==> src/source/filter_geom_pkg.sv <==
// median filter geometry
// image size, window shape, line ring depth and pipeline depth
`default_nettype none

package filter_geom_pkg;

  // image, square and 8-bit grayscale
  localparam int img_w = 128;
  localparam int img_h = 128;
  localparam int pos_w = $clog2(img_w);
  localparam int pix_w = 8;
  localparam logic [pix_w-1:0] pix_max = '1;

  // 7x7 window around the centre pixel
  localparam int win_size = 7;
  localparam int win_half = 3;
  localparam int win_taps = win_size * win_size;
  localparam int med_rank = win_taps / 2;

  // line ring in the RAM
  localparam int ring_lines = 8;
  localparam int line_w = $clog2(ring_lines);
  localparam int prefill_lines = 4;

  // signed tap coordinate, wide enough for -3 .. img_w+3
  localparam int coord_w = 9;

  // RAM read, pair assembly, cell update
  localparam int fetch_drain = 3;

endpackage

`default_nettype wire

==> src/source/filter_bus_pkg.sv <==
// median filter buses
// tap requests from the controller, RAM address and sorter operation
`default_nettype none

package filter_bus_pkg;

  typedef enum logic [2:0] {
    op_none,
    op_write,
    op_clear,
    op_load,
    op_drop,
    op_add
  } tap_op_e;

  // one window tap or one pixel write
  typedef struct packed {
    tap_op_e op;
    logic signed [filter_geom_pkg::coord_w-1:0] row;
    logic signed [filter_geom_pkg::coord_w-1:0] col;
  } tap_req_t;

  // ring line in the upper bits, column in the lower bits
  typedef union packed {
    logic [filter_geom_pkg::line_w+filter_geom_pkg::pos_w-1:0] flat;
    struct packed {
      logic [filter_geom_pkg::line_w-1:0] line;
      logic [filter_geom_pkg::pos_w-1:0]  col;
    } split;
  } ram_addr_u;

  typedef struct packed {
    logic en;
    logic clr;
    logic [filter_geom_pkg::pix_w-1:0] ins;
    logic [filter_geom_pkg::pix_w-1:0] del;
  } sort_op_t;

endpackage

`default_nettype wire

==> src/source/rank_cell.sv <==
// one slot of the rank sorter
// shifts toward the removed value's slot and takes the inserted value
// where the order requires it
`timescale 1ns/1ns
`default_nettype none

module rank_cell (
  input  wire                                CLK,
  input  wire                                RST,
  input  filter_bus_pkg::sort_op_t           sort_op,
  input  wire [filter_geom_pkg::pix_w-1:0]   prev_val,
  input  wire [filter_geom_pkg::pix_w-1:0]   next_val,
  output logic [filter_geom_pkg::pix_w-1:0]  val
);

  always_ff @(posedge CLK or posedge RST) begin
    if (RST) begin
      val <= filter_geom_pkg::pix_max;
    end else if (sort_op.clr) begin
      val <= filter_geom_pkg::pix_max;
    end else if (sort_op.en) begin
      if (sort_op.ins < sort_op.del) begin
        // slots in (ins, del] move up by one
        if (val > sort_op.ins && val <= sort_op.del) begin
          val <= (prev_val > sort_op.ins) ? prev_val : sort_op.ins;
        end
      end else if (sort_op.ins > sort_op.del) begin
        // slots in [del, ins) move down by one
        if (val < sort_op.ins && val >= sort_op.del) begin
          val <= (next_val < sort_op.ins) ? next_val : sort_op.ins;
        end
      end
    end
  end

endmodule

`default_nettype wire

==> src/source/rank_sorter.sv <==
// rank sorter holding the 49 window values in ascending order
// one remove/insert per cycle, median read from the middle slot
`timescale 1ns/1ns
`default_nettype none

module rank_sorter (
  input  wire                                CLK,
  input  wire                                RST,
  input  filter_bus_pkg::sort_op_t           sort_op,
  output logic [filter_geom_pkg::pix_w-1:0]  median
);

  // chain[0] and the top entry are fixed bounds, slot i sits at chain[i+1]
  wire [filter_geom_pkg::pix_w-1:0] chain [0:filter_geom_pkg::win_taps+1];

  assign chain[0] = '0;
  assign chain[filter_geom_pkg::win_taps+1] = filter_geom_pkg::pix_max;

  for (genvar i = 0; i < filter_geom_pkg::win_taps; i++) begin : g_cell
    rank_cell rank_cell_inst (
      .CLK      (CLK),
      .RST      (RST),
      .sort_op  (sort_op),
      .prev_val (chain[i]),
      .next_val (chain[i+2]),
      .val      (chain[i+1])
    );
  end

  assign median = chain[filter_geom_pkg::med_rank+1];

endmodule

`default_nettype wire

==> config.mk <==
export PLATFORM = sky130hd
export DESIGN_NAME = rank_sorter
export DESIGN_NICKNAME = d
export VERILOG_FILES = /design/src/source/filter_geom_pkg.sv /design/src/source/filter_bus_pkg.sv /design/src/source/rank_cell.sv /design/src/source/rank_sorter.sv
export SDC_FILE = /design/constraint.sdc
export NUM_CORES = 2
export LEC_CHECK = 0
export ABC_CLOCK_PERIOD_IN_PS = 2900
export BUFFER_PORTS_ARGS = -buffer_cell sky130_fd_sc_hd__buf_2
export CAP_MARGIN = 40
export CORE_MARGIN = 10
export CORE_UTILIZATION = 50
export DETAILED_ROUTE_END_ITERATION = 16
export PLACE_DENSITY_LB_ADDON = 0.15
export SYNTH_ARGS = -nofsm -noshare
export SYNTH_HDL_FRONTEND = slang
export SYNTH_HIERARCHICAL = 1
export SYNTH_SLANG_ARGS = --single-unit
==> constraint.sdc <==
create_clock -name CLK -period 2.9 [get_ports CLK]
set_clock_uncertainty 0.1 [all_clocks]
set_input_delay 0.725 -clock CLK [delete_from_list [all_inputs] [get_ports CLK]]
set_output_delay 0.725 -clock CLK [all_outputs]
set_load 0.02 [all_outputs]
==> Yosys cells after proc, flatten, opt, wreduce, memory -nomap -nowiden <==
Cells that the tools add are included.
Widths: inputs -> output; s select.
{ "word_totals": {"reg_bits": 392, "inputBits": 20, "output_inout_bits": 8, "word_cells": 888} }
{ "classes": {"magnitude_cmp": 200, "n_eq_ne": 49, "n_mux": 392, "n_reduce_logical": 198} }
{ "op_table": {"columns": ["operator", "n"], "rows": [
  ["$mux 8", 392],
  ["$gt 8x8->1", 50],
  ["$lt 8x8->1", 50],
  ["$ge 8x8->1", 49],
  ["$le 8x8->1", 49],
  ["$reduce_and 4->1", 49],
  ["$reduce_bool 3->1", 50],
  ["$ne 3x2->1 const B", 48],
  ["$logic_and 1x1->1", 98],
  ["$gt 1x8->1 const A", 1],
  ["$lt 8x8->1 const A", 1],
  ["$ne 3x3->1 const B", 1],
  ["$reduce_bool 2->1", 1]
]} }

==> Logic depth before layout (Yosys ltp) <==
{ "logic_depth": {"word_depth": 7, "mapped_depth": 10, "ltp_nobuf": 9} }

==> By module <==
The synthesis kept the hierarchy.
{ "modules_own_cells": {"columns": ["module", "instances", "cells_each", "area_each_um2", "seq_area_each_um2"], "rows": [
  ["rank_cell", 49, 169, 1470.2, 210.2],
  ["rank_sorter", 1, 2, 7.5, 0.0]
]} }

==> Least setup slack after synthesis <==
OpenSTA, ideal clock, no wires.
{ "synth_timing": {"kind": "input -> register", "from": "in sort_op[9] (netlist name)", "to": "reg g_cell[24].rank_cell_inst/val[7] (netlist name)", "setup_time_ps": 82, "arrival_ps": 2532, "required_ps": 2718, "setup_slack_ps": 186, "path_stages": 10, "path_buffers": 1, "path_cell_list": "inv_1 -> ha_1 -> nor2b_4 -> o211ai_2 -> a21oi_1 -> a211o_1 -> o21bai_1 -> a221o_1 -> buf_6 -> mux2_4"} }
{ "synth_between": {"elab_chain_len": 7, "word_cells_on_any_way": 20, "classes_between": "6 x order compare; 1 x eq/ne; 8 x mux; 5 x reduce/logical"} }
{ "synth_lines": {"columns": ["element", "line_no", "rtl"], "rows": [
  ["start, declared", "rank_sorter.sv:9", "input filter_bus_pkg::sort_op_t sort_op,"],
  ["$lt 8x8->1", "rank_cell.sv:30", "val <= (next_val < sort_op.ins) ? next_val : sort_op.ins;"],
  ["$mux 8", "rank_cell.sv:30", null],
  ["$mux 8", "rank_cell.sv:29", "if (val < sort_op.ins && val >= sort_op.del) begin"],
  ["$mux 8", "rank_cell.sv:27", "end else if (sort_op.ins > sort_op.del) begin"],
  ["$mux 8", "rank_cell.sv:22", "if (sort_op.ins < sort_op.del) begin"],
  ["$mux 8", "rank_cell.sv:21", "end else if (sort_op.en) begin"],
  ["$mux 8", "rank_cell.sv:19", "end else if (sort_op.clr) begin"],
  ["end signal, assigned", "rank_cell.sv:18", "val <= filter_geom_pkg::pix_max;"],
  ["end signal, assigned", "rank_cell.sv:20", "val <= filter_geom_pkg::pix_max;"],
  ["end signal, assigned", "rank_cell.sv:25", "val <= (prev_val > sort_op.ins) ? prev_val : sort_op.ins;"],
  ["end, declared", "rank_cell.sv:13", "output logic [filter_geom_pkg::pix_w-1:0] val"]
]} }
Parallel ways exist; a longest one is shown, timed or not. The select of a mux whose other input is x is not followed.
A chain may end at the register's enable or synchronous reset.

==> Worst setup path after layout <==
{ "layout_timing": {"from": "in sort_op[9] (netlist name)", "to": "reg g_cell[43].rank_cell_inst/val[4] (netlist name)"} }
{ "layout_between": {"elab_chain_len": 7, "word_cells_on_any_way": 20, "classes_between": "6 x order compare; 1 x eq/ne; 8 x mux; 5 x reduce/logical"} }
{ "layout_lines": {"columns": ["element", "line_no"], "rows": [
  ["$lt 8x8->1", "rank_cell.sv:30"],
  ["$mux 8", "rank_cell.sv:30"],
  ["$mux 8", "rank_cell.sv:29"],
  ["$mux 8", "rank_cell.sv:27"],
  ["$mux 8", "rank_cell.sv:22"],
  ["$mux 8", "rank_cell.sv:21"],
  ["$mux 8", "rank_cell.sv:19"],
  ["end signal, assigned", "rank_cell.sv:18"],
  ["end signal, assigned", "rank_cell.sv:20"],
  ["end signal, assigned", "rank_cell.sv:25"],
  ["end, declared", "rank_cell.sv:13"]
]} }
Parallel ways exist; a longest one is shown, timed or not. The select of a mux whose other input is x is not followed.

==> reports/qor.csv <==
stage,metric,value,unit
clock_network,maximum clock insertion buffer count,3,
critical_path,Arrival @ worst endpoint,3.38,ns
clock_network,CTS tree,yes,
pwr,Lkg Pwr,44.6,nW
outcome,outcome,"complete, no violations",
finish,Inserted Diodes,0,
global_routing,gr ovfl total,0,
finish,fin cells,11700,
synth,synthesized area,72000,um2
critical_path,start of the worst register-to-register path,g_cell[42].rank_cell_inst/val[1],
synth,Gate Count Post-Synth,8283,
finish,Area Growth Syn to Fin,22.0,%
floorplan,Initial Utilization,50.3,%
detailed_routing,Post-DRT Antenna Nets,0,
clock_network,CTS Root Cell,clkbuf_16,
sta,crit path time final,2.86,ns
detailed_routing,via/cell ratio,6.22,
sta,Max Fclk,350,MHz
global_routing,global-route wire length before repair,394,mm
critical_path,Worst Reg-to-Reg Cells,9,
placed_design,Placed Cells,11600,
placed_design,number of I/O port buffers,27,
synth,Async SR Flop Fraction,100,%
finish,Reg with most FFs,g_cell.rank_cell_inst/val,
critical_path,Reg-to-Reg End,g_cell[43].rank_cell_inst/val[4],
finish,layout cells sized above 1,25.5,%
sta,final-report setup violation count,0,
pwr,Design Power,0.0663,W
detailed_routing,Total Wirelength,250,mm
critical_path,Critical Path RT,3.42,ns
detailed_routing,Remaining DRCs,0,
detailed_routing,WL/cell,21.4,um
finish,"commonest cells after routing, fill and taps aside","ha_1 (1,911), buf_4 (1,358), inv_1 (1,225), a21oi_1 (735), nand2_1 (588)",
min_path,HP Class,in2async,
finish,final core occ,61.3,%
critical_path,CP endpoint kind,register,
pwr,pwr dens,754,nW/um2
floorplan,Die W,400,um
synth,share of the synthesized area in the top cell type,33.2,%
finish,Largest regs,g_cell.rank_cell_inst/val (392),
floorplan,Die Area,160000,um2
critical_path,kind of start point of the critical path,input pin,
synth,yosys warns,6,
synth,"flops & latches, synth",392,
sta,Slew Limit Fails,0,
synth,synth unique cells,36,
sta,final hold viol count,0,
floorplan,I/O pin total,28,
global_routing,gr usage total,30.1,%
synth,"top cells by area, synth","ha_1 (33%), dfstp_2 (14%), inv_1 (6.4%), mux2i_1 (5.4%), a21oi_1 (5.1%)",
run,Max-cap violations,0,
synth,Avg Inst Size Synth,8.70,um2
critical_path,register-to-register setup slack,0.21,ns
detailed_routing,DRT iter0 DRCs,5532,
pwr,worst vdd ir,0.645,mV
finish,Post-layout nets,11700,
floorplan,Rows,139,
critical_path,"critical path fanouts, max",28,
finish,Largest register FFs,392,
clock_network,Sink Count,392,
synth,cell taking the most area after synthesis,ha_1,
global_routing,antenna violations before repair,2,
global_routing,largest net degree at the start of global routing,36,
clock_network,Clock transition at path regs,0.06,ns
global_routing,vias in the first global route,73000,
sta,Tcrit/Tclk final,98.6,%
placed_design,routability cong.,0.941,
clock_network,Num CTS Buffers,58,
sta,setup ws final,0.0393,ns
critical_path,critical setup path kind,in2reg,
synth,number of synthesized flops with an enable pin,0,
clock_network,H-tree Lvls,2,
clock_network,hold_buf cts,0,
synth,ys flop type,dfstp_2,
floorplan,Core ar.,143000,um2
detailed_routing,vias,72700,
synth,sequential fraction of the synthesis area,14.3,%
finish,"commonest non-fill, non-tap cell in the layout",ha_1,
placed_design,pre-CTS setup slack,-0.583,ns
placed_design,Post-DP HPWL,194,mm
clock_network,postcts setup bufs,0,
detailed_routing,1st-pass router iterations,6,
clock_network,Worst-Skew Late Latency,0.71,ns
floorplan,overall die height,400,um
==> kinds of logic after synthesis <==
logic type,count (synthesis),share of synthesized area (%)
other,2,0.0104
buffers and inverters,1323,7.49
and+or+nand+nor,1666,12.5
DFF,392,14.3
muxes,441,6.47
adders and majority gates,1911,33.2
AOI/OAI and AO/OA,2548,26.0
==> worst max-delay path by stage <==
stage | to | start | depth (start not counted) | slack [ns]
after floorplan | g_cell[24].rank_cell_inst/val[7] | sort_op[9] | 10 | 0.19
after global placement | g_cell[42].rank_cell_inst/val[1] | sort_op[13] | 11 | -0.50
after detailed placement | g_cell[11].rank_cell_inst/val[5] | sort_op[9] | 13 | -0.58
after CTS | g_cell[11].rank_cell_inst/val[5] | sort_op[9] | 13 | 0.13
after global routing | g_cell[42].rank_cell_inst/val[5] | sort_op[9] | 13 | -0.00003
final | g_cell[43].rank_cell_inst/val[4] | sort_op[9] | 13 | 0.04
==> synthesized netlist by cell type, types with 196 or more instances <==
cell	number
mux2i_1	392
nand2_1	588
nor2b_1	196
inv_1	1225
o221ai_1	343
a21oi_1	735
o211ai_1	490
nor2_1	196
nand4_1	441
ha_1	1911
dfstp_2	392
==> worst max-delay path, cell delays in order <==
cell      delay [ns]
clkbuf_8        0.25
buf_16          0.25
inv_1           0.09
buf_4           0.14
ha_1            0.31
nor2b_1         0.14
o211ai_1        0.25
a21oi_1         0.13
o32ai_1         0.25
buf_4           0.17
nand2b_1        0.27
o221ai_1        0.19
mux2i_1         0.16
==> cell type report <==
cell class | instances | area (um2)
multi-input cells | 6598 | 56500
fillers | 12500 | 55400
repair buffers | 1465 | 12200
flip-flops and latches | 392 | 10300
inverters | 1225 | 4600
well taps | 1903 | 2380
clock buffers | 76 | 1610
clock inverters | 29 | 350
==> repair_timing <==
action                                  CTS  global route
endpoints found under the setup margin    0            29
endpoints found under the hold margin     0             0
resized for setup                         0             9
==> metal layers <==
| layer | share of wire [%] | wire [um] | vias to the layer above | GRT usage, % |
|---|---|---|---|---|
| li1 | - | - | 34700 | - |
| met5 | 0.0056 | 14 | - | 0 |
| met1 | 44 | 110000 | 34900 | 39.0 |
| met3 | 6.0 | 15100 | 613 | 3.15 |
| met4 | 3.9 | 9870 | 2 | 11.7 |
| met2 | 46 | 115000 | 2448 | 51.0 |
==> report_power, final <==
group / internal (W) / switching (W)
Sequential: 0.00963 / 0.00653
Combinational: 0.0205 / 0.0220
Clock: 0.00443 / 0.00319
==> through the flow <==
stage / setup TNS (ns) / hold slack, ns / instance area (um2)
floorplan: 0 / 0.376 / 72200
global placement: -156.94 / 0.396 / 85900
detailed placement: -172.58 / 0.409 / 85900
CTS: 0 / 0.281 / 87900
global route: -0.0000280 / 0.333 / 87900
finish: 0 / 0.304 / 87900
No activity file was read; power rests on OpenSTA's default activity.
