File: src/source/filter_geom_pkg.sv
// median filter geometry
// image size, window shape, line ring depth and pipeline depth
`default_nettype none

package filter_geom_pkg;

  // image, square and 8-bit grayscale
  localparam int img_w = 128;
  localparam int img_h = 128;
  localparam int pos_w = $clog2(img_w);
  localparam int pix_w = 8;
  localparam logic [pix_w-1:0] pix_max = '1;

  // 7x7 window around the centre pixel
  localparam int win_size = 7;
  localparam int win_half = 3;
  localparam int win_taps = win_size * win_size;
  localparam int med_rank = win_taps / 2;

  // line ring in the RAM
  localparam int ring_lines = 8;
  localparam int line_w = $clog2(ring_lines);
  localparam int prefill_lines = 4;

  // signed tap coordinate, wide enough for -3 .. img_w+3
  localparam int coord_w = 9;

  // RAM read, pair assembly, cell update
  localparam int fetch_drain = 3;

endpackage

`default_nettype wire

File: src/source/filter_bus_pkg.sv
// median filter buses
// tap requests from the controller, RAM address and sorter operation
`default_nettype none

package filter_bus_pkg;

  typedef enum logic [2:0] {
    op_none,
    op_write,
    op_clear,
    op_load,
    op_drop,
    op_add
  } tap_op_e;

  // one window tap or one pixel write
  typedef struct packed {
    tap_op_e op;
    logic signed [filter_geom_pkg::coord_w-1:0] row;
    logic signed [filter_geom_pkg::coord_w-1:0] col;
  } tap_req_t;

  // ring line in the upper bits, column in the lower bits
  typedef union packed {
    logic [filter_geom_pkg::line_w+filter_geom_pkg::pos_w-1:0] flat;
    struct packed {
      logic [filter_geom_pkg::line_w-1:0] line;
      logic [filter_geom_pkg::pos_w-1:0]  col;
    } split;
  } ram_addr_u;

  typedef struct packed {
    logic en;
    logic clr;
    logic [filter_geom_pkg::pix_w-1:0] ins;
    logic [filter_geom_pkg::pix_w-1:0] del;
  } sort_op_t;

endpackage

`default_nettype wire

File: src/source/filter_ctrl.sv
// frame controller for the median filter
// accepts input lines into the ring, walks the output raster,
// issues one tap request per cycle and registers each median
`timescale 1ns/1ns
`default_nettype none

module filter_ctrl (
  input  wire                                CLK,
  input  wire                                RST,
  input  wire                                in_en,
  input  wire [filter_geom_pkg::pix_w-1:0]   din,
  input  wire [filter_geom_pkg::pix_w-1:0]   median,
  output filter_bus_pkg::tap_req_t           tap_req,
  output logic [filter_geom_pkg::pix_w-1:0]  wr_data,
  output logic                               busy,
  output logic                               out_valid,
  output logic [filter_geom_pkg::pix_w-1:0]  dout
);

  typedef enum logic [2:0] {
    st_prefill,
    st_row_start,
    st_slide,
    st_drain,
    st_fill,
    st_done
  } state_e;

  state_e state;

  logic [filter_geom_pkg::pos_w-1:0] in_row;
  logic [filter_geom_pkg::pos_w-1:0] in_col;
  logic [filter_geom_pkg::pos_w-1:0] out_row;
  logic [filter_geom_pkg::pos_w-1:0] out_col;
  logic [$clog2(filter_geom_pkg::win_taps+1)-1:0] tap_cnt;
  logic [$clog2(filter_geom_pkg::win_size)-1:0]   win_r;
  logic [$clog2(filter_geom_pkg::win_size)-1:0]   win_c;
  logic [$clog2(filter_geom_pkg::fetch_drain)-1:0] drain_cnt;
  logic accept;
  logic last_tap;

  assign accept  = in_en && !busy;
  assign wr_data = din;

  // full reload takes clear plus 49 loads, a slide takes 7 drop/add pairs
  assign last_tap = (state == st_row_start && tap_cnt == filter_geom_pkg::win_taps) ||
                    (state == st_slide && tap_cnt == 2 * filter_geom_pkg::win_size - 1);

  always_comb begin : tap_gen
    int row_i;
    int col_i;
    row_i = int'(out_row) + int'(win_r) - filter_geom_pkg::win_half;
    col_i = int'(out_col) + int'(win_c) - filter_geom_pkg::win_half;
    tap_req = '0;
    if (accept) begin
      tap_req.op = filter_bus_pkg::op_write;
      row_i = int'(in_row);
      col_i = int'(in_col);
    end else begin
      case (state)
        st_row_start: begin
          tap_req.op = (tap_cnt == 0) ? filter_bus_pkg::op_clear
                                      : filter_bus_pkg::op_load;
        end
        st_slide: begin
          // odd taps enter at c+3, even taps leave at c-4
          tap_req.op = tap_cnt[0] ? filter_bus_pkg::op_add : filter_bus_pkg::op_drop;
          col_i = int'(out_col) + (tap_cnt[0] ? filter_geom_pkg::win_half
                                              : -filter_geom_pkg::win_half - 1);
        end
        default: tap_req.op = filter_bus_pkg::op_none;
      endcase
    end
    tap_req.row = row_i[filter_geom_pkg::coord_w-1:0];
    tap_req.col = col_i[filter_geom_pkg::coord_w-1:0];
  end

  always_ff @(posedge CLK or posedge RST) begin
    if (RST) begin
      state     <= st_prefill;
      in_row    <= '0;
      in_col    <= '0;
      out_row   <= '0;
      out_col   <= '0;
      tap_cnt   <= '0;
      win_r     <= '0;
      win_c     <= '0;
      drain_cnt <= '0;
      busy      <= 1'b0;
      out_valid <= 1'b0;
      dout      <= '0;
    end else begin
      out_valid <= 1'b0;
      case (state)
        st_prefill, st_fill: begin
          // busy is still high for one cycle after the last median of a row
          if (busy) begin
            busy <= 1'b0;
          end else if (accept) begin
            in_col <= in_col + 1'b1;
            if (in_col == filter_geom_pkg::img_w - 1) begin
              in_row <= in_row + 1'b1;
              if (state == st_fill || in_row == filter_geom_pkg::prefill_lines - 1) begin
                busy  <= 1'b1;
                state <= st_row_start;
              end
            end
          end
        end
        st_row_start: begin
          tap_cnt <= tap_cnt + 1'b1;
          if (tap_cnt != 0) begin
            if (win_c == filter_geom_pkg::win_size - 1) begin
              win_c <= '0;
              win_r <= win_r + 1'b1;
            end else begin
              win_c <= win_c + 1'b1;
            end
          end
          if (last_tap) begin
            drain_cnt <= '0;
            state     <= st_drain;
          end
        end
        st_slide: begin
          tap_cnt <= tap_cnt + 1'b1;
          if (tap_cnt[0]) begin
            win_r <= win_r + 1'b1;
          end
          if (last_tap) begin
            drain_cnt <= '0;
            state     <= st_drain;
          end
        end
        st_drain: begin
          drain_cnt <= drain_cnt + 1'b1;
          if (drain_cnt == filter_geom_pkg::fetch_drain - 1) begin
            out_valid <= 1'b1;
            dout      <= median;
            tap_cnt   <= '0;
            win_r     <= '0;
            if (out_col != filter_geom_pkg::img_w - 1) begin
              out_col <= out_col + 1'b1;
              state   <= st_slide;
            end else if (out_row == filter_geom_pkg::img_h - 1) begin
              state <= st_done;
            end else begin
              out_col <= '0;
              out_row <= out_row + 1'b1;
              // fetch line r+4 only while it exists
              state <= (out_row < filter_geom_pkg::img_h - filter_geom_pkg::prefill_lines)
                       ? st_fill : st_row_start;
            end
          end
        end
        default: begin
          // frame finished, wait for reset
          state <= st_done;
        end
      endcase
    end
  end

endmodule

`default_nettype wire

File: config.mk
export PLATFORM = sky130hd
export DESIGN_NAME = filter_ctrl
export DESIGN_NICKNAME = d
export VERILOG_FILES = /design/src/source/filter_geom_pkg.sv /design/src/source/filter_bus_pkg.sv /design/src/source/filter_ctrl.sv
export SDC_FILE = /design/constraint.sdc
export NUM_CORES = 1
export LEC_CHECK = 0
export BUFFER_PORTS_ARGS = -buffer_cell sky130_fd_sc_hd__buf_2
export CORE_MARGIN = 2
export CORE_UTILIZATION = 35
export DETAILED_ROUTE_END_ITERATION = 12
export PLACE_DENSITY = 0.6
export SLEW_MARGIN = 20
export SYNTH_ARGS = -nofsm -noshare
export SYNTH_HDL_FRONTEND = slang
export SYNTH_SLANG_ARGS = --single-unit
File: constraint.sdc
create_clock -name CLK -period 3.2 [get_ports CLK]
set_input_delay 0.64 -clock CLK [delete_from_list [all_inputs] [get_ports CLK]]
set_output_delay 0.64 -clock CLK [all_outputs]
set_load 0.03 [all_outputs]
Yosys cells after proc, flatten, opt, wreduce, memory -nomap -nowiden
Cells that the tools add are included.
{"block": "totals", "word_cells": 110, "reg_bits": 55, "input_bits": 19, "output_inout_bits": 39}
{"block": "op_classes", "magnitude_cmp": 1, "mux": 36, "bitwise_logic": 3, "n_addsub": 13, "reduce_logical": 23, "eq_ne": 22}
{"op": "two-way mux 3 bit", "n": 15}
{"op": "two-way mux 9 bit", "n": 4}
{"op": "adder 7 x 1 -> 7 bit, second input constant", "n": 4}
{"op": "one-hot mux 3 bit (3 select lines)", "n": 2}
{"op": "subtractor 8 x 2 -> 9 bit, second input constant", "n": 2}
{"op": "adder 7 x 3 -> 8 bit", "n": 2}
{"op": "equality test 7 bit, second input constant", "n": 2}
{"op": "two-way mux 7 bit", "n": 2}
{"op": "inequality test 2 bit, second input constant", "n": 7}
{"op": "one-hot mux 6 bit (2 select lines)", "n": 1}
{"op": "adder 8 x 9 -> 9 bit", "n": 1}
{"op": "two-way mux 1 bit", "n": 8}
{"op": "AND reduction 2 bit", "n": 4}
{"op": "AND reduction 4 bit", "n": 2}
{"op": "equality test 7 x 2 -> 1 bit, second input constant", "n": 1}
{"op": "less-than comparator 7 bit, second input constant", "n": 1}
{"op": "inequality test 7 bit, second input constant", "n": 1}
{"op": "adder 3 x 1 -> 3 bit, second input constant", "n": 2}
{"op": "adder 6 x 1 -> 6 bit, second input constant", "n": 1}
{"op": "equality test 3 x 2 -> 1 bit, second input constant", "n": 2}
{"op": "equality test 3 bit, second input constant", "n": 2}
{"op": "equality test 6 x 4 -> 1 bit, second input constant", "n": 1}
{"op": "equality test 6 bit, second input constant", "n": 1}
{"op": "logical NOT 6 bit", "n": 1}
{"op": "20 further kinds", "n": 29}

Depth between registers and ports, before layout
{"block": "depth", "depth_word": 7, "depth_mapped": 11, "ltp_nobuf": 11}

Worst setup path after synthesis
OpenSTA, ideal clock, no wires.
{"block": "synth_timing", "path_kind": "reg2out", "from": "register tap_cnt[0] (netlist name)", "to": "output tap_req[6] (netlist name)", "path_buffers": 1, "path_stages_with_launch": 9, "path_slack_ns": -0.131, "required_time_ns": 2.560, "arrival_ns": 2.691, "path_cell_list": "dfrtp_1 > clkbuf_1 > inv_1 > fa_1 > nand2b_1 > a21oi_1 > o22ai_1 > xnor2_1 > o31ai_1"}
{"element": "start: declaration", "line_no": "filter_ctrl.sv:35", "text": "logic [$clog2(filter_geom_pkg::win_taps+1)-1:0] tap_cnt;"}
{"element": "start signal: assignment", "line_no": "filter_ctrl.sv:111", "text": "tap_cnt <= tap_cnt + 1'b1;"}
{"element": "start signal: assignment", "line_no": "filter_ctrl.sv:126", "text": "tap_cnt <= tap_cnt + 1'b1;"}
{"element": "end: declaration", "line_no": "filter_ctrl.sv:13", "text": "output filter_bus_pkg::tap_req_t tap_req,"}

==> results.ini <==
[clock_tree]
insertion_delay_ns=0.30
clock-root-buffer=clkbuf_16
clock-sinks=55
clk_pin_slew_worst_paths_ns=0.08
ctsLongestPathBuffers=2
ctsHoldBuffers=0
tritoncts=built
cts.htree.levels=2
cts_buffers=5

[timing]
rsz0062_at_grt=yes
fin_crit_ns=3.21
clock.fmax_mhz=311
period_share=1.00
maxSlewHeadroom=0.595
setup_violations=1
worst_slack_ns=-0.0141
tightest_slew_ns=0.607
hold_viol_final=0
totalNegativeSetupSlack_ns=-0.0141
finalMaxSlewViolations=0
skew_ns=0.00707

[die]
die_x_um=112
core_area_sq_mm=0.0114
initial_core_util=0.356
dieArea_sq_mm=0.0124
num_io_pins=58
rows=39
die_h_um=112

[detailed_routing]
dr_total_vias=3383
drt_iter0_drc=169
postRouteAntennaNets=0
drt-vias-per-instance=5.14
drc=0
wl_per_cell_um=14.5
first_pass_iters=4
totalWireLength_um=9530

[logic_synthesis]
synthFlopType=dfrtp_1
ys_types=62
synth-seq-cells=55
synthTopCellsByArea=dfrtp_1 34%, ha_1 13%, nand2_1 5.3%
syn_avg_cell_area_sq_um=8.74
yosysTopAreaCell=dfrtp_1
synth_edf_count=0
netlist_area_sq_mm=0.00405
postSynthCellCount=463
ys_warn_count=0
synth_nets=527
async_flop_share=1.00
synth_top_area_frac=0.340
synth-seq-area-share=0.340

[critical_path]
critPathMaxFanout=3
r2r_end=out_row[1]$_DFFE_PP0P_
cp_slowest_stage_delay_ns=0.37
worstRegToRegCells=5
path_buf_inv=4
rrSetupSlack_ns=0.99
path_class=reg -> out
crit_chain=inv_2 > ha_1 > inv_1 > ha_2 > inv_2 > fa_2 > nor2b_4 > o31a_1 > o21bai_1 > a2111oi_0 > nand3b_1 > buf_6
worstSetupStartpoint=out_col[0]$_DFFE_PP0P_
worstPathRequired_ns=2.56
endpoint=tap_req[7]
crit_cells=12
cp.arrival_ns=2.57
cpLargestDelayFamily=adder cells
reg2reg_from=out_col[4]$_DFFE_PP0P_
crit_path_top_delay_cell=dfrtp_1
crit_top_cell=inv_2
worst_setup_path_start_kind=flop
end_kind=output pin

[place]
portBuffers=41
hpwl_um=7060
place_area_sq_mm=0.00441
routabilityCongestion=0.878
dp.cells=637

[pwr]
p_sw_frac=0.329
clockPowerShare=0.316
leakage_nw=2.21
p_comb_frac=0.214
internal-power_mw=1.19
power_switching_uw=582
seqPwrFrac=0.471
powerDensity_mw_per_mm2=374
peakVddDrop_mv=0.239
power_mw=1.77

[status]
violations=setup timing
status=finished with violations

[min_path]
hold_path_class=in -> async

[final_layout]
layoutNonFillerInstCount=658
fillers=1124
multi_input_area_sq_mm=0.00246
syn2layout_area_growth_pct=17.1
final-seq-area_sq_mm=0.00138
antenna-diode-count=0
final_area_sq_mm=0.00474
finish.net_count=578
drive_gt1_frac=0.229

[grt]
gr-total-overflow=0
antenna_found_initial=0
grt_max_degree=25
grt_pass1_wl_um=16200
track_usage=0.157
grt_pass1_vias=3423

[run]
cap_violations=0

[what timing repair did]
item,4_1_cts,5_1_grt
buffers inserted,6,7
resized for setup,16,18
pin swaps,4,3
endpoints found under the setup margin,8,10
[how the worst min path moves through the flow]
stage,startpoint,end,cells after the start
5_1_grt,RST,dout[4]$_DFFE_PP0P_,2
3_3_place_gp,dout[7]$_DFFE_PP0P_,dout[7]$_DFFE_PP0P_,2
6_report,RST,out_row[6]$_DFFE_PP0P_,2
4_1_cts,RST,dout[4]$_DFFE_PP0P_,2
3_5_place_dp,dout[5]$_DFFE_PP0P_,dout[5]$_DFFE_PP0P_,2
2_1_floorplan,drain_cnt[0]$_DFFE_PP0P_,drain_cnt[0]$_DFFE_PP0P_,1
[power by group through the flow]
stage	combinational [mW]	sequential, mW	clock, mW
finish	0.378	0.833	0.559
global route	0.422	0.844	0.604
CTS	0.377	0.834	0.573
detailed placement	0.373	0.848	0
global placement	0.364	0.843	0
floorplan	0.309	0.816	0
[cell families (layout without fill, tap and decap cells)]
family          Yosys count  after routing  synth area share
flops                    55             55             0.340
mux                       7              7            0.0185
fa+ha+maj                45             45             0.145
compound gates           98             98             0.154
xor+xnor                 30             30            0.0649
buf+inv                  65            117            0.0720
simple gates            163            163             0.206
[layout make-up]
class                   instances  share of cell area
flip-flops and latches         55               0.291
repair buffers                 67              0.0879
clock buffers                   5              0.0264
multi-input cells             343               0.519
well taps                     143              0.0377
clock inverters                 3             0.00422
inverters                      42              0.0333
[Yosys cell counts, drive strengths merged (3+ instances only)]
cell type and n:
o21ai 29, a31oi 4, a211oi 5, a21o 4, ha 42, buf 16
nor2 37, nor2b 5, nand3b 4, nor3 10, xnor2 23, mux2i 3
inv 42, clkbuf 7, o21bai 3, nand4 10, o31ai 5, and3 6
nand3 12, nand2 58, dfrtp 55, a21oi 27, xor2 7, o21a 3
nand2b 7, fa 3, mux2 4
[through the flow]
stage | worst slack (ns) | utilization | hold slack, ns
6_report | -0.0141 | 0.417 | 0.273
5_1_grt | -0.104 | 0.417 | 0.280
4_1_cts | -0.0308 | 0.407 | 0.274
3_5_place_dp | 0.126 | 0.387 | 0.462
3_3_place_gp | 0.145 | 0.387 | 0.456
2_1_floorplan | 0.118 | - | 0.451
[flip-flops by register name, indices dropped and copies added (netlist names)]
| signal | flops |
|---|---|
| dout | 8 |
| in_col | 7 |
| in_row | 7 |
| out_col | 7 |
| out_row | 7 |
| tap_cnt | 6 |
| state | 3 |
| win_c | 3 |
| win_r | 3 |
| drain_cnt | 2 |
| busy | 1 |
| out_valid | 1 |
[metal layers]
| metal | track usage | vias to the layer above | routed length [um] |
|---|---|---|---|
| met5 | 0 | - | 0 |
| met3 | 0.0201 | 14 | 275 |
| met2 | 0.273 | 63 | 4660 |
| li1 | - | 1698 | - |
| met4 | 0.0510 | 0 | 166 |
| met1 | 0.204 | 1608 | 4430 |
[cell usage in the layout, fill, tap and decap left out, types with 4 or more instances in the layout]
master     instances
inv_1             37
nand3b_1           4
nand4_1           10
nand2_1           57
nor2_1            36
buf_4             30
nor3_1             9
and3_1             6
clkbuf_16          5
xor2_1             7
a21oi_1           24
nand2b_1           6
dfrtp_1           52
buf_2             36
ha_1              39
o21ai_0           27
xnor2_1           23
nand3_1           11
inv_2              5
a21o_1             4
Power figures use the tool's default switching activity.
