==> src/source/filter_geom_pkg.sv <==
// median filter geometry
// image size, window shape, line ring depth and pipeline depth
`default_nettype none

package filter_geom_pkg;

  // image, square and 8-bit grayscale
  localparam int img_w = 128;
  localparam int img_h = 128;
  localparam int pos_w = $clog2(img_w);
  localparam int pix_w = 8;
  localparam logic [pix_w-1:0] pix_max = '1;

  // 7x7 window around the centre pixel
  localparam int win_size = 7;
  localparam int win_half = 3;
  localparam int win_taps = win_size * win_size;
  localparam int med_rank = win_taps / 2;

  // line ring in the RAM
  localparam int ring_lines = 8;
  localparam int line_w = $clog2(ring_lines);
  localparam int prefill_lines = 4;

  // signed tap coordinate, wide enough for -3 .. img_w+3
  localparam int coord_w = 9;

  // RAM read, pair assembly, cell update
  localparam int fetch_drain = 3;

endpackage

`default_nettype wire

==> src/source/filter_bus_pkg.sv <==
// median filter buses
// tap requests from the controller, RAM address and sorter operation
`default_nettype none

package filter_bus_pkg;

  typedef enum logic [2:0] {
    op_none,
    op_write,
    op_clear,
    op_load,
    op_drop,
    op_add
  } tap_op_e;

  // one window tap or one pixel write
  typedef struct packed {
    tap_op_e op;
    logic signed [filter_geom_pkg::coord_w-1:0] row;
    logic signed [filter_geom_pkg::coord_w-1:0] col;
  } tap_req_t;

  // ring line in the upper bits, column in the lower bits
  typedef union packed {
    logic [filter_geom_pkg::line_w+filter_geom_pkg::pos_w-1:0] flat;
    struct packed {
      logic [filter_geom_pkg::line_w-1:0] line;
      logic [filter_geom_pkg::pos_w-1:0]  col;
    } split;
  } ram_addr_u;

  typedef struct packed {
    logic en;
    logic clr;
    logic [filter_geom_pkg::pix_w-1:0] ins;
    logic [filter_geom_pkg::pix_w-1:0] del;
  } sort_op_t;

endpackage

`default_nettype wire

==> src/source/tap_fetch.sv <==
// tap fetch for the median filter
// maps tap coordinates onto the line ring, pads off-image taps with 0
// and pairs leaving and entering values into sorter operations
`timescale 1ns/1ns
`default_nettype none

module tap_fetch (
  input  wire                                CLK,
  input  wire                                RST,
  input  filter_bus_pkg::tap_req_t           tap_req,
  input  wire [filter_geom_pkg::pix_w-1:0]   wr_data,
  input  wire [filter_geom_pkg::pix_w-1:0]   ram_q,
  output filter_bus_pkg::ram_addr_u          ram_addr,
  output logic [filter_geom_pkg::pix_w-1:0]  ram_d,
  output logic                               ram_en,
  output logic                               ram_we,
  output filter_bus_pkg::sort_op_t           sort_op
);

  filter_bus_pkg::tap_op_e op_q;
  logic pad;
  logic pad_q;
  logic is_read;
  logic en_q;
  logic clr_q;
  logic [filter_geom_pkg::pix_w-1:0] tap_val;
  logic [filter_geom_pkg::pix_w-1:0] drop_val;
  logic [filter_geom_pkg::pix_w-1:0] ins_q;
  logic [filter_geom_pkg::pix_w-1:0] del_q;

  // single bounds test per request
  assign pad = tap_req.row < 0 || tap_req.row >= filter_geom_pkg::img_h ||
               tap_req.col < 0 || tap_req.col >= filter_geom_pkg::img_w;

  assign is_read = tap_req.op inside {filter_bus_pkg::op_load, filter_bus_pkg::op_drop,
                                      filter_bus_pkg::op_add};

  always_comb begin
    // image row y lives in ring line y mod 8
    ram_addr.split.line = tap_req.row[filter_geom_pkg::line_w-1:0];
    ram_addr.split.col  = tap_req.col[filter_geom_pkg::pos_w-1:0];
    ram_we = tap_req.op == filter_bus_pkg::op_write;
    ram_en = ram_we || (is_read && !pad);
    ram_d  = wr_data;
  end

  // read data is one cycle behind the request
  assign tap_val = pad_q ? '0 : ram_q;

  always_ff @(posedge CLK or posedge RST) begin
    if (RST) begin
      op_q  <= filter_bus_pkg::op_none;
      en_q  <= 1'b0;
      clr_q <= 1'b0;
    end else begin
      op_q  <= tap_req.op;
      en_q  <= op_q == filter_bus_pkg::op_load || op_q == filter_bus_pkg::op_add;
      clr_q <= op_q == filter_bus_pkg::op_clear;
    end
  end

  always_ff @(posedge CLK) begin
    pad_q <= pad;
    ins_q <= tap_val;
    // a load replaces one of the empty slots
    del_q <= (op_q == filter_bus_pkg::op_load) ? filter_geom_pkg::pix_max : drop_val;
    if (op_q == filter_bus_pkg::op_drop) begin
      drop_val <= tap_val;
    end
  end

  assign sort_op = '{en: en_q, clr: clr_q, ins: ins_q, del: del_q};

endmodule

`default_nettype wire

==> config.mk <==
export PLATFORM = sky130hd
export DESIGN_NAME = tap_fetch
export DESIGN_NICKNAME = d
export VERILOG_FILES = /design/src/source/filter_geom_pkg.sv /design/src/source/filter_bus_pkg.sv /design/src/source/tap_fetch.sv
export SDC_FILE = /design/constraint.sdc
export NUM_CORES = 1
export LEC_CHECK = 0
export ABC_AREA = 1
export ABC_CLOCK_PERIOD_IN_PS = 3600
export BUFFER_PORTS_ARGS = -buffer_cell sky130_fd_sc_hd__buf_2
export CAP_MARGIN = 0
export CELL_PAD_IN_SITES_DETAIL_PLACEMENT = 1
export CELL_PAD_IN_SITES_GLOBAL_PLACEMENT = 2
export CORE_MARGIN = 10
export CORE_UTILIZATION = 23
export CTS_CLUSTER_DIAMETER = 50
export CTS_CLUSTER_SIZE = 16
export DETAILED_ROUTE_END_ITERATION = 8
export PLACE_DENSITY_LB_ADDON = 0.1
export SYNTH_ARGS = -nofsm -noshare
export SYNTH_HDL_FRONTEND = slang
export SYNTH_SLANG_ARGS = --single-unit
==> constraint.sdc <==
create_clock -name CLK -period 3.6 [get_ports CLK]
set_input_delay 0.72 -clock CLK [delete_from_list [all_inputs] [get_ports CLK]]
set_output_delay 0.72 -clock CLK [all_outputs]
set_load 0.01 [all_outputs]
# [After elaboration in Yosys (flattened, before gate mapping)]
# Index checks and enable logic that the tools add are counted.
[word_totals] register_bits=30 wordCells=28 inputBits=39
[op_classes] n_reduce_logical=8 eq_ne=8 magnitude_cmp=4 n_mux=1
[ops] operator="$ge A9 B9 Y1 const B" n=2
[ops] operator="$lt A9 B1 Y1 const B" n=2
[ops] operator="$eq A3 B3 Y1 const B" n=4
[ops] operator="$eq A3 B2 Y1 const B" n=3
[ops] operator="$mux W8" n=1
[ops] operator="$logic_or A1 B1 Y1" n=5
[ops] operator="$eq A3 B1 Y1 const B" n=1
[ops] operator="$reduce_bool A3 Y1" n=1
[ops] operator="$logic_and A1 B1 Y1" n=1
[ops] operator="$logic_not A1 Y1" n=1

# [Depth between registers and ports, before layout]
# Gate-level depths: netlist of the first run.
[depth] ltp_word=7 mapped_depth=5 depth_no_buf=5

# [Least setup slack after synthesis of the first run]
# OpenSTA, ideal clock, no wires.
[synth_path] path_type="input -> output" startpoint="in tap_req[20] (netlist bit)" endpoint="out ram_en" stages=4 t_arrival_ns=1.101 required_ns=2.880 path_slack_ns=1.779 path_cell_list="or2_0 > nand2_1 > nand2_1 > inv_1"
[synth_via] elab_chain_len=4 word_cells_on_any_way=7
[synth_lines] element="start, declared" line="tap_fetch.sv:10" text="input filter_bus_pkg::tap_req_t tap_req,"
[synth_lines] element="$eq A3 B2 Y1 / $eq A3 B3 Y1 (equally long branches)" line="tap_fetch.sv:35" text="assign is_read = tap_req.op inside {filter_bus_pkg::op_load, filter_bus_pkg::op_drop,"
[synth_lines] element="$reduce_bool A3 Y1" line="tap_fetch.sv:35"
[synth_lines] element="$logic_and A1 B1 Y1" line="tap_fetch.sv:43" text="ram_en = ram_we || (is_read && !pad);"
[synth_lines] element="$logic_or A1 B1 Y1 (*)" line="tap_fetch.sv:43"
[synth_lines] element="end, declared" line="tap_fetch.sv:15" text="output logic ram_en,"
# Mark *: on every way between the ends. The rest lies on a longest branch, timed or not.

# [Worst setup path after layout of the first run]
# Ends and elaborated chain as after synthesis.

==> summary.txt, run 1 <==
Status
  • Status: complete, no violations

Final layout
  • Proportion of layout cells with a drive suffix above 1: 35.7%
  • Final core utilization: 29.0%
  • Synthesis-to-layout area growth: 20.1%
  • Fill cell count: 514
  • Area of the multi-input gates: 126 µm²
  • Nets: 164
  • Ant diodes: 0
  • Storage element area: 706 µm²

Timing
  • Aggregate negative setup slack: 0 ns
  • Peak Freq: 488 MHz
  • Skew final: 0.00674 ns
  • Worst slew margin: 79.1%
  • RSZ-0062 raised after global routing: no
  • Final Hold Fails: 0
  • Tightest Pin Transition: 0.312 ns
  • Setup violators final: 0
  • Final critical path time including I/O delays and setup: 2.05 ns
  • Max-slew violation count: 0
  • Final period util: 57.0%

Worst hold path
  • Worst Hold Class: in -> async

Critical path
  • Critical path fanouts, max: 3
  • CP required: 2.88 ns
  • CP Launch Type: input port
  • Worst Path Arrival: 1.33 ns
  • Crit Path Category: in -> out
  • Worst Setup End Kind: output pin

Yosys
  • Synth Warn #: 0
  • Yosys reg bits: 30
  • Compound-Gate Fraction of Synth Area: 0.469%
  • Yosys cell types: 13
  • Adder-cell share of the synthesized area: 0%
  • Syn Inst Count: 102
  • Synthesized Nets: 141
  • Mean Syn Cell Area: 10.5 µm²
  • Largest family of logic cells by synthesized area: buffers and inverters
  • Post-synthesis mux area share: 0%
  • Xor-xnor portion of the synthesized cell area: 0%
  • Sequential cell area fraction in the yosys report: 66.2%
  • Synth Area in Simple Gates: 11.4%
  • Area of the mapped netlist: 1070 µm²

GRT
  • Total gr overflow: 0
  • Vias in the first global route: 725
  • Initial antenna violation count: 0
  • Global-route wire length before repair: 3830 µm
  • Overall global routing resource usage: 6.68%
  • Largest net degree at the start of global routing: 11

Floorplan
  • Chip height: 88.1 µm
  • # rows: 24
  • Die Wd: 88.1 µm
  • IO Count: 77
  • DIE AREA: 7760 µm²
  • Initial Utilization: 24.1%
  • Core area: 4410 µm²

CTS
  • Hold buffer count at CTS: 0
  • H-tree levels: 2
  • Max clock buf depth: 2
  • Number of clock sinks: 30
  • TritonCTS clock tree: yes
  • CTS buffer count: 5
  • Post_cts resized: 0
  • Root buf cell: clkbuf_8
  • Skew-Pair Late Insertion Delay: 0.28 ns
  • Post-CTS setup buffers: 0
  • Clk slew on worst S/H paths: 0.06 ns

Drt
  • Antenna violation net count after detailed routing: 0
  • 1st-iter DRT viols: 39
  • Routed len/inst: 13.4 µm
  • DRC: 0
  • TritonRoute pass-1 iters: 4
  • Vias per Instance: 3.77
  • Vias: 671
  • Routed WL: 2390 µm

Flow run
  • Max_cap viols: 0

Power and ir drop
  • Worst IR Drop VDD: 0.134 mV
  • Leak: 0.000686 µW
  • Pwr Total: 741 µW
  • PD cells: 579 nW/µm²

Place
  • Dpl hpwl: 1910 µm
  • Gpl congestion: 0.650
  • Port bufs: 36
per-layer routing:
layer	vias up	GRT usage (%)	part of all wire [%]
li1	325	-	-
met2	45	9.72	48
met3	15	4.46	13
met1	286	6.25	35
met5	-	0	0
met4	0	6.13	3.9
worst max-delay path, stage by stage:
cell and delay [ns]:
buf_2 0.12, or2_0 0.21, nand2_1 0.07, nand2_1 0.04, inv_1 0.05, buf_2 0.12
logic make-up after synthesis:
logic type | count (synthesis)
flip-flops | 30
AO/OA/AOI/OAI | 1
AND/OR/NAND/NOR | 29
buffers and inverters | 42
where the power goes:
group	switching [µW]	internal (µW)	total [µW]
clock	119	225	345
sequential	4.41	357	361
combinational	19.6	15.8	35.4
total	143	598	741
state kept, by name, summed over array words and instances, names as in the netlist:
register / count
op_q: 3
en_q: 1
del_q: 8
ins_q: 8
clr_q: 1
drop_val: 8
pad_q: 1
metrics by stage:
stage / instances / hold slack, ns / setup slack [ns] / instance area (µm²)
floorplan: 102 / 0.404 / 1.78 / 1070
global placement: 170 / 0.409 / 1.56 / 1160
detailed placement: 170 / 0.414 / 1.54 / 1160
CTS: 178 / 0.327 / 1.53 / 1280
global route: 178 / 0.345 / 1.48 / 1280
finish: 178 / 0.338 / 1.55 / 1280
cell usage after synthesis, drive strengths merged:
library cell,count,area [µm²]
o21ai,1,5.00
dfxtp,17,340
inv,21,78.8
dfrtp,5,125
nor2,11,41.3
buf,21,155
edfxtp,8,240
nor3,2,10.0
nand3,2,15.0
nand2,13,48.8
or2,1,6.26
path summary, 6_finish.rpt:
path                                    endpoint  slack (ns)  cells after the start                   from
min in group CLK             del_q[5]$_SDFF_PN1_        0.42                      2  drop_val[5]$_DFFE_PN_
max                                       ram_en        1.55                      6            tap_req[20]
min                              clr_q$_DFF_PP0_        0.34                      2                    RST
max in group asynchronous      op_q[2]$_DFF_PP0_        3.08                      2                    RST
max reg2reg                drop_val[3]$_DFFE_PN_        2.52                      2      op_q[0]$_DFF_PP0_
min reg2reg                  del_q[5]$_SDFF_PN1_        0.42                      2  drop_val[5]$_DFFE_PN_
layout make-up:
type / count / area share [%]
Sequential cell: 30 / 55.1
Multi-Input combinational cell: 30 / 9.87
Clock buffer: 7 / 6.74
Tap cell: 52 / 5.08
Timing Repair Buffer: 37 / 14.7
Inverter: 21 / 6.16
Clock inverter: 1 / 2.35
cell usage in the layout, fill, tap and decap left out:
cell,n
buf_2,36
buf_4,1
bufinv_16,1
clkbuf_1,1
clkbuf_8,6
dfrtp_1,5
dfxtp_1,17
edfxtp_1,8
inv_1,21
nand2_1,13
nand3_1,1
nand3_2,1
nor2_1,11
nor3_1,2
o21ai_0,1
or2_0,1
No activity file was read; power rests on OpenSTA's default activity.
==> inputs of run 2 (changes only) <==
--- a/config.mk
+++ b/config.mk
@@ -5,14 +5,14 @@
 export SDC_FILE = /design/constraint.sdc
 export NUM_CORES = 1
 export LEC_CHECK = 0
-export ABC_AREA = 1
-export ABC_CLOCK_PERIOD_IN_PS = 3600
+export ABC_AREA = 0
+export ABC_CLOCK_PERIOD_IN_PS = 1700
 export BUFFER_PORTS_ARGS = -buffer_cell sky130_fd_sc_hd__buf_2
 export CAP_MARGIN = 0
 export CELL_PAD_IN_SITES_DETAIL_PLACEMENT = 1
 export CELL_PAD_IN_SITES_GLOBAL_PLACEMENT = 2
 export CORE_MARGIN = 10
-export CORE_UTILIZATION = 23
+export CORE_UTILIZATION = 20
 export CTS_CLUSTER_DIAMETER = 50
 export CTS_CLUSTER_SIZE = 16
 export DETAILED_ROUTE_END_ITERATION = 8
==> constraint.sdc (replaced) <==
create_clock -name CLK -period 1.7 [get_ports CLK]
set_input_delay 0.34 -clock CLK [delete_from_list [all_inputs] [get_ports CLK]]
set_output_delay 0.34 -clock CLK [all_outputs]
set_load 0.01 [all_outputs]
==> summary.txt, run 2 <==
Status
  • Status: complete, no violations

Yosys
  • Mean Syn Cell Area: 13.3 µm²
  • Syn Inst Count: 79
  • EDFF count, synth: 8
  • Largest area contributor in the netlist: dfxtp_1
  • Cell with the most instances after synthesis: buf_4
  • Area of the mapped netlist: 1050 µm²
  • Ys async rst share: 16.7%
  • Compound-Gate Fraction of Synth Area: 3.34%
  • Synthesized Nets: 118
  • Commonest cells post-synth: buf_4, dfxtp_1, nand2b_1, edfxtp_1, nor2b_1
  • Ys flop type: dfxtp_1
  • Xor-xnor portion of the synthesized cell area: 0%
  • Largest family of logic cells by synthesized area: buffers and inverters
  • Yosys cell types: 14
  • Adder-cell share of the synthesized area: 0%
  • Sequential cell area fraction in the yosys report: 67.3%
  • Synth Warn #: 0
  • Synth area leaders: dfxtp_1, edfxtp_1, buf_4
  • Post-synthesis mux area share: 0%
  • Share of the synthesized area in the top cell type: 32.5%
  • Synth Area in Simple Gates: 14.3%
  • Yosys reg bits: 30

Timing
  • Max-slew violation count: 0
  • Tightest Pin Transition: 0.379 ns
  • Aggregate negative setup slack: 0 ns
  • Peak Freq: 632 MHz
  • Final period util: 93.1%
  • Skew final: 0.00431 ns
  • Final Hold Fails: 0
  • Setup violators final: 0
  • RSZ-0062 raised after global routing: no
  • Worst slew margin: 74.6%
  • Final critical path time including I/O delays and setup: 1.58 ns

Power and ir drop
  • PD cells: 1080 nW/µm²
  • Clk pwr share: 38.4%
  • Sequential share of power: 55.9%
  • Pwr Total: 1370 µW
  • Leak: 0.000565 µW
  • Switching portion of total power: 21.3%
  • Internal: 1080 µW
  • Switch Pwr: 292 µW
  • Combinational share of power: 5.7%
  • Worst IR Drop VDD: 0.190 mV

CTS
  • H-tree levels: 2
  • Skew-Pair Late Insertion Delay: 0.28 ns
  • TritonCTS clock tree: yes
  • Number of clock sinks: 30
  • Root buf cell: clkbuf_8
  • CTS buffer count: 5
  • Clk slew on worst S/H paths: 0.06 ns
  • Max clock buf depth: 2

Final layout
  • Proportion of layout cells with a drive suffix above 1: 42.9%
  • Nets: 143
  • Synthesis-to-layout area growth: 20.6%
  • Commonest non-fill, non-tap cells in the layout: buf_2, dfxtp_1, nand2b_1
  • Largest regs: del_q (8), drop_val (8), ins_q (8)
  • Commonest non-fill, non-tap cell in the layout: buf_2
  • Fill cell count: 577
  • Ant diodes: 0

Drt
  • Routed WL: 2440 µm
  • Met2 Routed Length: 1160 µm
  • 1st-iter DRT viols: 18
  • Vias per Instance: 3.42
  • Vias: 599
  • Antenna violation net count after detailed routing: 0
  • DRC: 0
  • TritonRoute pass-1 iters: 2
  • Routed length on met3: 382 µm
  • Routed len/inst: 14.0 µm
  • WL met1: 826 µm
  • DR top layer: met4

Place
  • Dpl hpwl: 1910 µm
  • Gpl congestion: 0.669
  • Port bufs: 36

GRT
  • Overall global routing resource usage: 6.15%
  • Global-route wire length before repair: 3880 µm
  • Initial antenna violation count: 0
  • Largest net degree at the start of global routing: 10
  • Vias in the first global route: 684
  • Total gr overflow: 0

Floorplan
  • IO Count: 77
  • DIE AREA: 8540 µm²
  • # rows: 26
  • Initial Utilization: 20.5%
  • Chip height: 92.4 µm
  • Die Wd: 92.4 µm
  • Core area: 5110 µm²

Flow run
  • Max_cap viols: 0

Worst hold path
  • Worst Hold Class: in -> reg
  • Min-Delay Path Depth: 1

Critical path
  • Critical path fanouts, max: 2
  • Crit Path Category: in -> out
  • CP required: 1.36 ns
  • Worst Setup End Kind: output pin
  • CP Launch Type: input port
  • Worst Path Arrival: 1.24 ns
  • Reg2Reg Depth: 3
run 2: changes by cell type in the layout (fill, tap and decap cells not counted), sizes merged, moves of 2 or more:
cell	before	now
nand2	13	0
nor2b	0	8
nand2b	0	11
clkinv	0	2
nor2	11	2
nand3	2	0
inv	21	2
run 2: layer usage:
layer | vias up | GRT usage (%)
met4 | 0 | 4.63
met5 | - | 0
met2 | 32 | 9.12
met3 | 8 | 4.68
li1 | 287 | -
met1 | 272 | 5.68
run 2: power groups by stage:
stage / logic (µW) / clock network, µW / registers, µW
2_1_floorplan: 73.9 / 0 / 783
3_3_place_gp: 78.0 / 0 / 779
3_5_place_dp: 78.8 / 0 / 780
4_1_cts: 81.0 / 553 / 765
5_1_grt: 87.3 / 602 / 767
6_report: 77.7 / 525 / 764
run 2: worst max-delay path, cell delays in order:
cell and delay [ns]:
buf_2 0.10, or4_4 0.53, o32ai_2 0.10, buf_2 0.17
run 2: layout make-up:
class	instances	area, µm²	area share, %
clock buffer	6	72.6	5.74
multi-input combinational	27	185	14.6
timing repair buffer	38	198	15.6
tap	70	87.6	6.92
sequential	30	706	55.8
clock inverter	2	8.76	0.692
inverter	2	7.51	0.593
run 2: what timing repair did:
action | in CTS | in global routing
buffers inserted | 0 | 0
resized for setup | 0 | 0
hold buffers | 1 | 0
hold endpoints to repair | 5 | 0
run 2: logic make-up after synthesis:
logic type,Yosys count
DFF,30
buffers and inverters,22
and+or+nand+nor,24
AOI/OAI and AO/OA,3
run 2: final timing paths:
check / from / to / slack, ns
worst max-delay path: tap_req[16] / ram_en / 0.12
worst min-delay path: tap_req[18] / op_q[0]$_DFF_PP0_ / 0.18
worst max register to register: op_q[1]$_DFF_PP0_ / drop_val[0]$_DFFE_PN_ / 0.58
worst min register to register: drop_val[7]$_DFFE_PN_ / del_q[7]$_SDFF_PN1_ / 0.43
max in group asynchronous: RST / op_q[1]$_DFF_PP0_ / 1.04
min in group asynchronous: RST / clr_q$_DFF_PP0_ / 0.49
run 2: per-stage QoR:
stage | hold WS [ns] | utilization (%) | cells | setup WS [ns] | instance area (µm²)
after floorplan | 0.119 | - | 79 | 0.340 | 1050
after global placement | 0.240 | 23.0 | 166 | 0.112 | 1170
after detailed placement | 0.243 | 23.0 | 166 | 0.110 | 1170
after CTS | 0.174 | 24.8 | 175 | 0.110 | 1260
after global routing | 0.171 | 24.8 | 175 | 0.0807 | 1260
final | 0.184 | 24.8 | 175 | 0.117 | 1260
==> inputs of run 3 (changes only) <==
--- a/config.mk
+++ b/config.mk
@@ -5,14 +5,14 @@
 export SDC_FILE = /design/constraint.sdc
 export NUM_CORES = 1
 export LEC_CHECK = 0
-export ABC_AREA = 0
+export ABC_AREA = 1
 export ABC_CLOCK_PERIOD_IN_PS = 1700
 export BUFFER_PORTS_ARGS = -buffer_cell sky130_fd_sc_hd__buf_2
 export CAP_MARGIN = 0
 export CELL_PAD_IN_SITES_DETAIL_PLACEMENT = 1
 export CELL_PAD_IN_SITES_GLOBAL_PLACEMENT = 2
 export CORE_MARGIN = 10
-export CORE_UTILIZATION = 20
+export CORE_UTILIZATION = 19
 export CTS_CLUSTER_DIAMETER = 50
 export CTS_CLUSTER_SIZE = 16
 export DETAILED_ROUTE_END_ITERATION = 8
==> summary.txt, run 3 (same netlist as run 1, synthesis figures left out) <==
Drt
  • 1st-iter DRT viols: 4
  • Vias: 660
  • DRC: 0
  • Vias per Instance: 3.32
  • Antenna violation net count after detailed routing: 0
  • Routed len/inst: 11.7 µm
  • Routed WL: 2330 µm
  • TritonRoute pass-1 iters: 3

CTS
  • Skew-Pair Late Insertion Delay: 0.28 ns
  • Max clock buf depth: 2
  • Number of clock sinks: 30
  • Root buf cell: clkbuf_8
  • CTS buffer count: 5
  • Post_cts resized: 0
  • TritonCTS clock tree: yes
  • Clk slew on worst S/H paths: 0.06 ns
  • H-tree levels: 2

Final layout
  • Proportion of layout cells with a drive suffix above 1: 36.2%
  • Nets: 165
  • Commonest non-fill, non-tap cells in the layout: buf_2, inv_1, dfxtp_1
  • Fill cell count: 659
  • Area of the multi-input gates: 126 µm²
  • Synthesis-to-layout area growth: 22.7%
  • Largest regs: del_q (8), drop_val (8), ins_q (8)
  • Ant diodes: 0
  • Commonest non-fill, non-tap cell in the layout: buf_2
  • Storage element area: 706 µm²

Critical path
  • R2R setup slack: 0.60 ns
  • CP Launch Type: input port
  • CP required: 1.36 ns
  • Worst Setup End Kind: output pin
  • Worst Path Arrival: 0.93 ns
  • Critical path fanouts, max: 3
  • Crit Path Category: in -> out
  • Reg2Reg Depth: 2

Floorplan
  • Initial Utilization: 19.5%
  • Die Wd: 94.9 µm
  • Chip height: 94.9 µm
  • DIE AREA: 9010 µm²
  • # rows: 27
  • IO Count: 77
  • Core area: 5470 µm²

Timing
  • RSZ-0062 raised after global routing: no
  • Worst slew margin: 77.9%
  • Skew final: 0.00521 ns
  • Peak Freq: 786 MHz
  • Final Hold Fails: 0
  • Setup violators final: 0
  • Aggregate negative setup slack: 0 ns
  • Final period util: 74.8%
  • Final worst slack: 0.428 ns
  • Max-slew violation count: 0
  • Final critical path time including I/O delays and setup: 1.27 ns
  • Tightest Pin Transition: 0.331 ns

GRT
  • Overall global routing resource usage: 5.51%
  • Global-route wire length before repair: 3660 µm
  • Initial antenna violation count: 0
  • Vias in the first global route: 742
  • Total gr overflow: 0
  • Largest net degree at the start of global routing: 11

Flow run
  • Max_cap viols: 0

Place
  • Dpl hpwl: 1860 µm
  • Port bufs: 36
  • Gpl congestion: 0.644
  • Setup WS pre-CTS: 0.419 ns

Power and ir drop
  • Worst IR Drop VDD: 0.253 mV
  • PD cells: 1170 nW/µm²
  • Leak: 0.000689 µW

Status
  • Status: complete, no violations

Worst hold path
  • Worst Hold Class: in -> reg
  • Min-Delay Path Depth: 1
run 3: changes by cell type in the layout (fill, tap and decap cells not counted), sizes merged, moves of 2 or more:
cell | previous run | this run
inv | 2 | 21
nand2 | 0 | 13
nand2b | 11 | 0
nor2 | 2 | 11
nor2b | 8 | 0
nand3 | 0 | 2
run 3: final cells by class:
cell class | count | share of cell area, %
repair buffers | 38 | 15.1
clock buffers | 5 | 5.26
well taps | 72 | 6.89
flip-flops and latches | 30 | 54.0
inverters | 21 | 6.03
clock inverters | 3 | 3.06
multi-input cells | 30 | 9.67
run 3: metrics by stage:
stage | power [µW] | util [%] | cells | hold slack, ns | cell area [µm²]
after floorplan | 859 | - | 102 | 0.119 | 1070
after global placement | 857 | 21.7 | 190 | 0.242 | 1190
after detailed placement | 858 | 21.7 | 190 | 0.243 | 1190
after CTS | 1560 | 23.9 | 199 | 0.179 | 1310
after global routing | 1620 | 23.9 | 199 | 0.174 | 1310
final | 1530 | 23.9 | 199 | 0.188 | 1310
run 3: per-layer routing:
metal  track usage (%)  vias up  part of all wire, %
met3              4.12       10                   14
met4              4.24        0                  2.9
met1              4.85      293                   38
li1                  -      326                    -
met5                 0        -                    0
met2              8.47       31                   45
run 3: where the power goes:
part	switching, µW	internal (µW)	total, µW	leakage, µW
clock	258	430	688	0.0000579
sequential	9.20	756	765	0.000279
combinational	41.1	35.0	76.2	0.000353
run 3: what timing repair did:
item / 4_1_cts / 5_1_grt
setup endpoints to repair: 0 / 0
hold buffers: 1 / 0
setup buffers: 0 / 0
endpoints found under the hold margin: 5 / 0
run 3: worst paths after layout:
path	start	to
worst max-delay path	tap_req[20]	ram_en
worst min-delay path	tap_req[18]	op_q[0]$_DFF_PP0_
worst max register to register	op_q[0]$_DFF_PP0_	drop_val[5]$_DFFE_PN_
worst min register to register	drop_val[4]$_DFFE_PN_	del_q[4]$_SDFF_PN1_
max in group asynchronous	RST	op_q[1]$_DFF_PP0_
min in group asynchronous	RST	op_q[0]$_DFF_PP0_
run 3: critical path: stages:
cell and delay (ns):
buf_2 0.11, or2_0 0.21, nand2_1 0.06, nand2_1 0.04, inv_1 0.05, buf_2 0.12
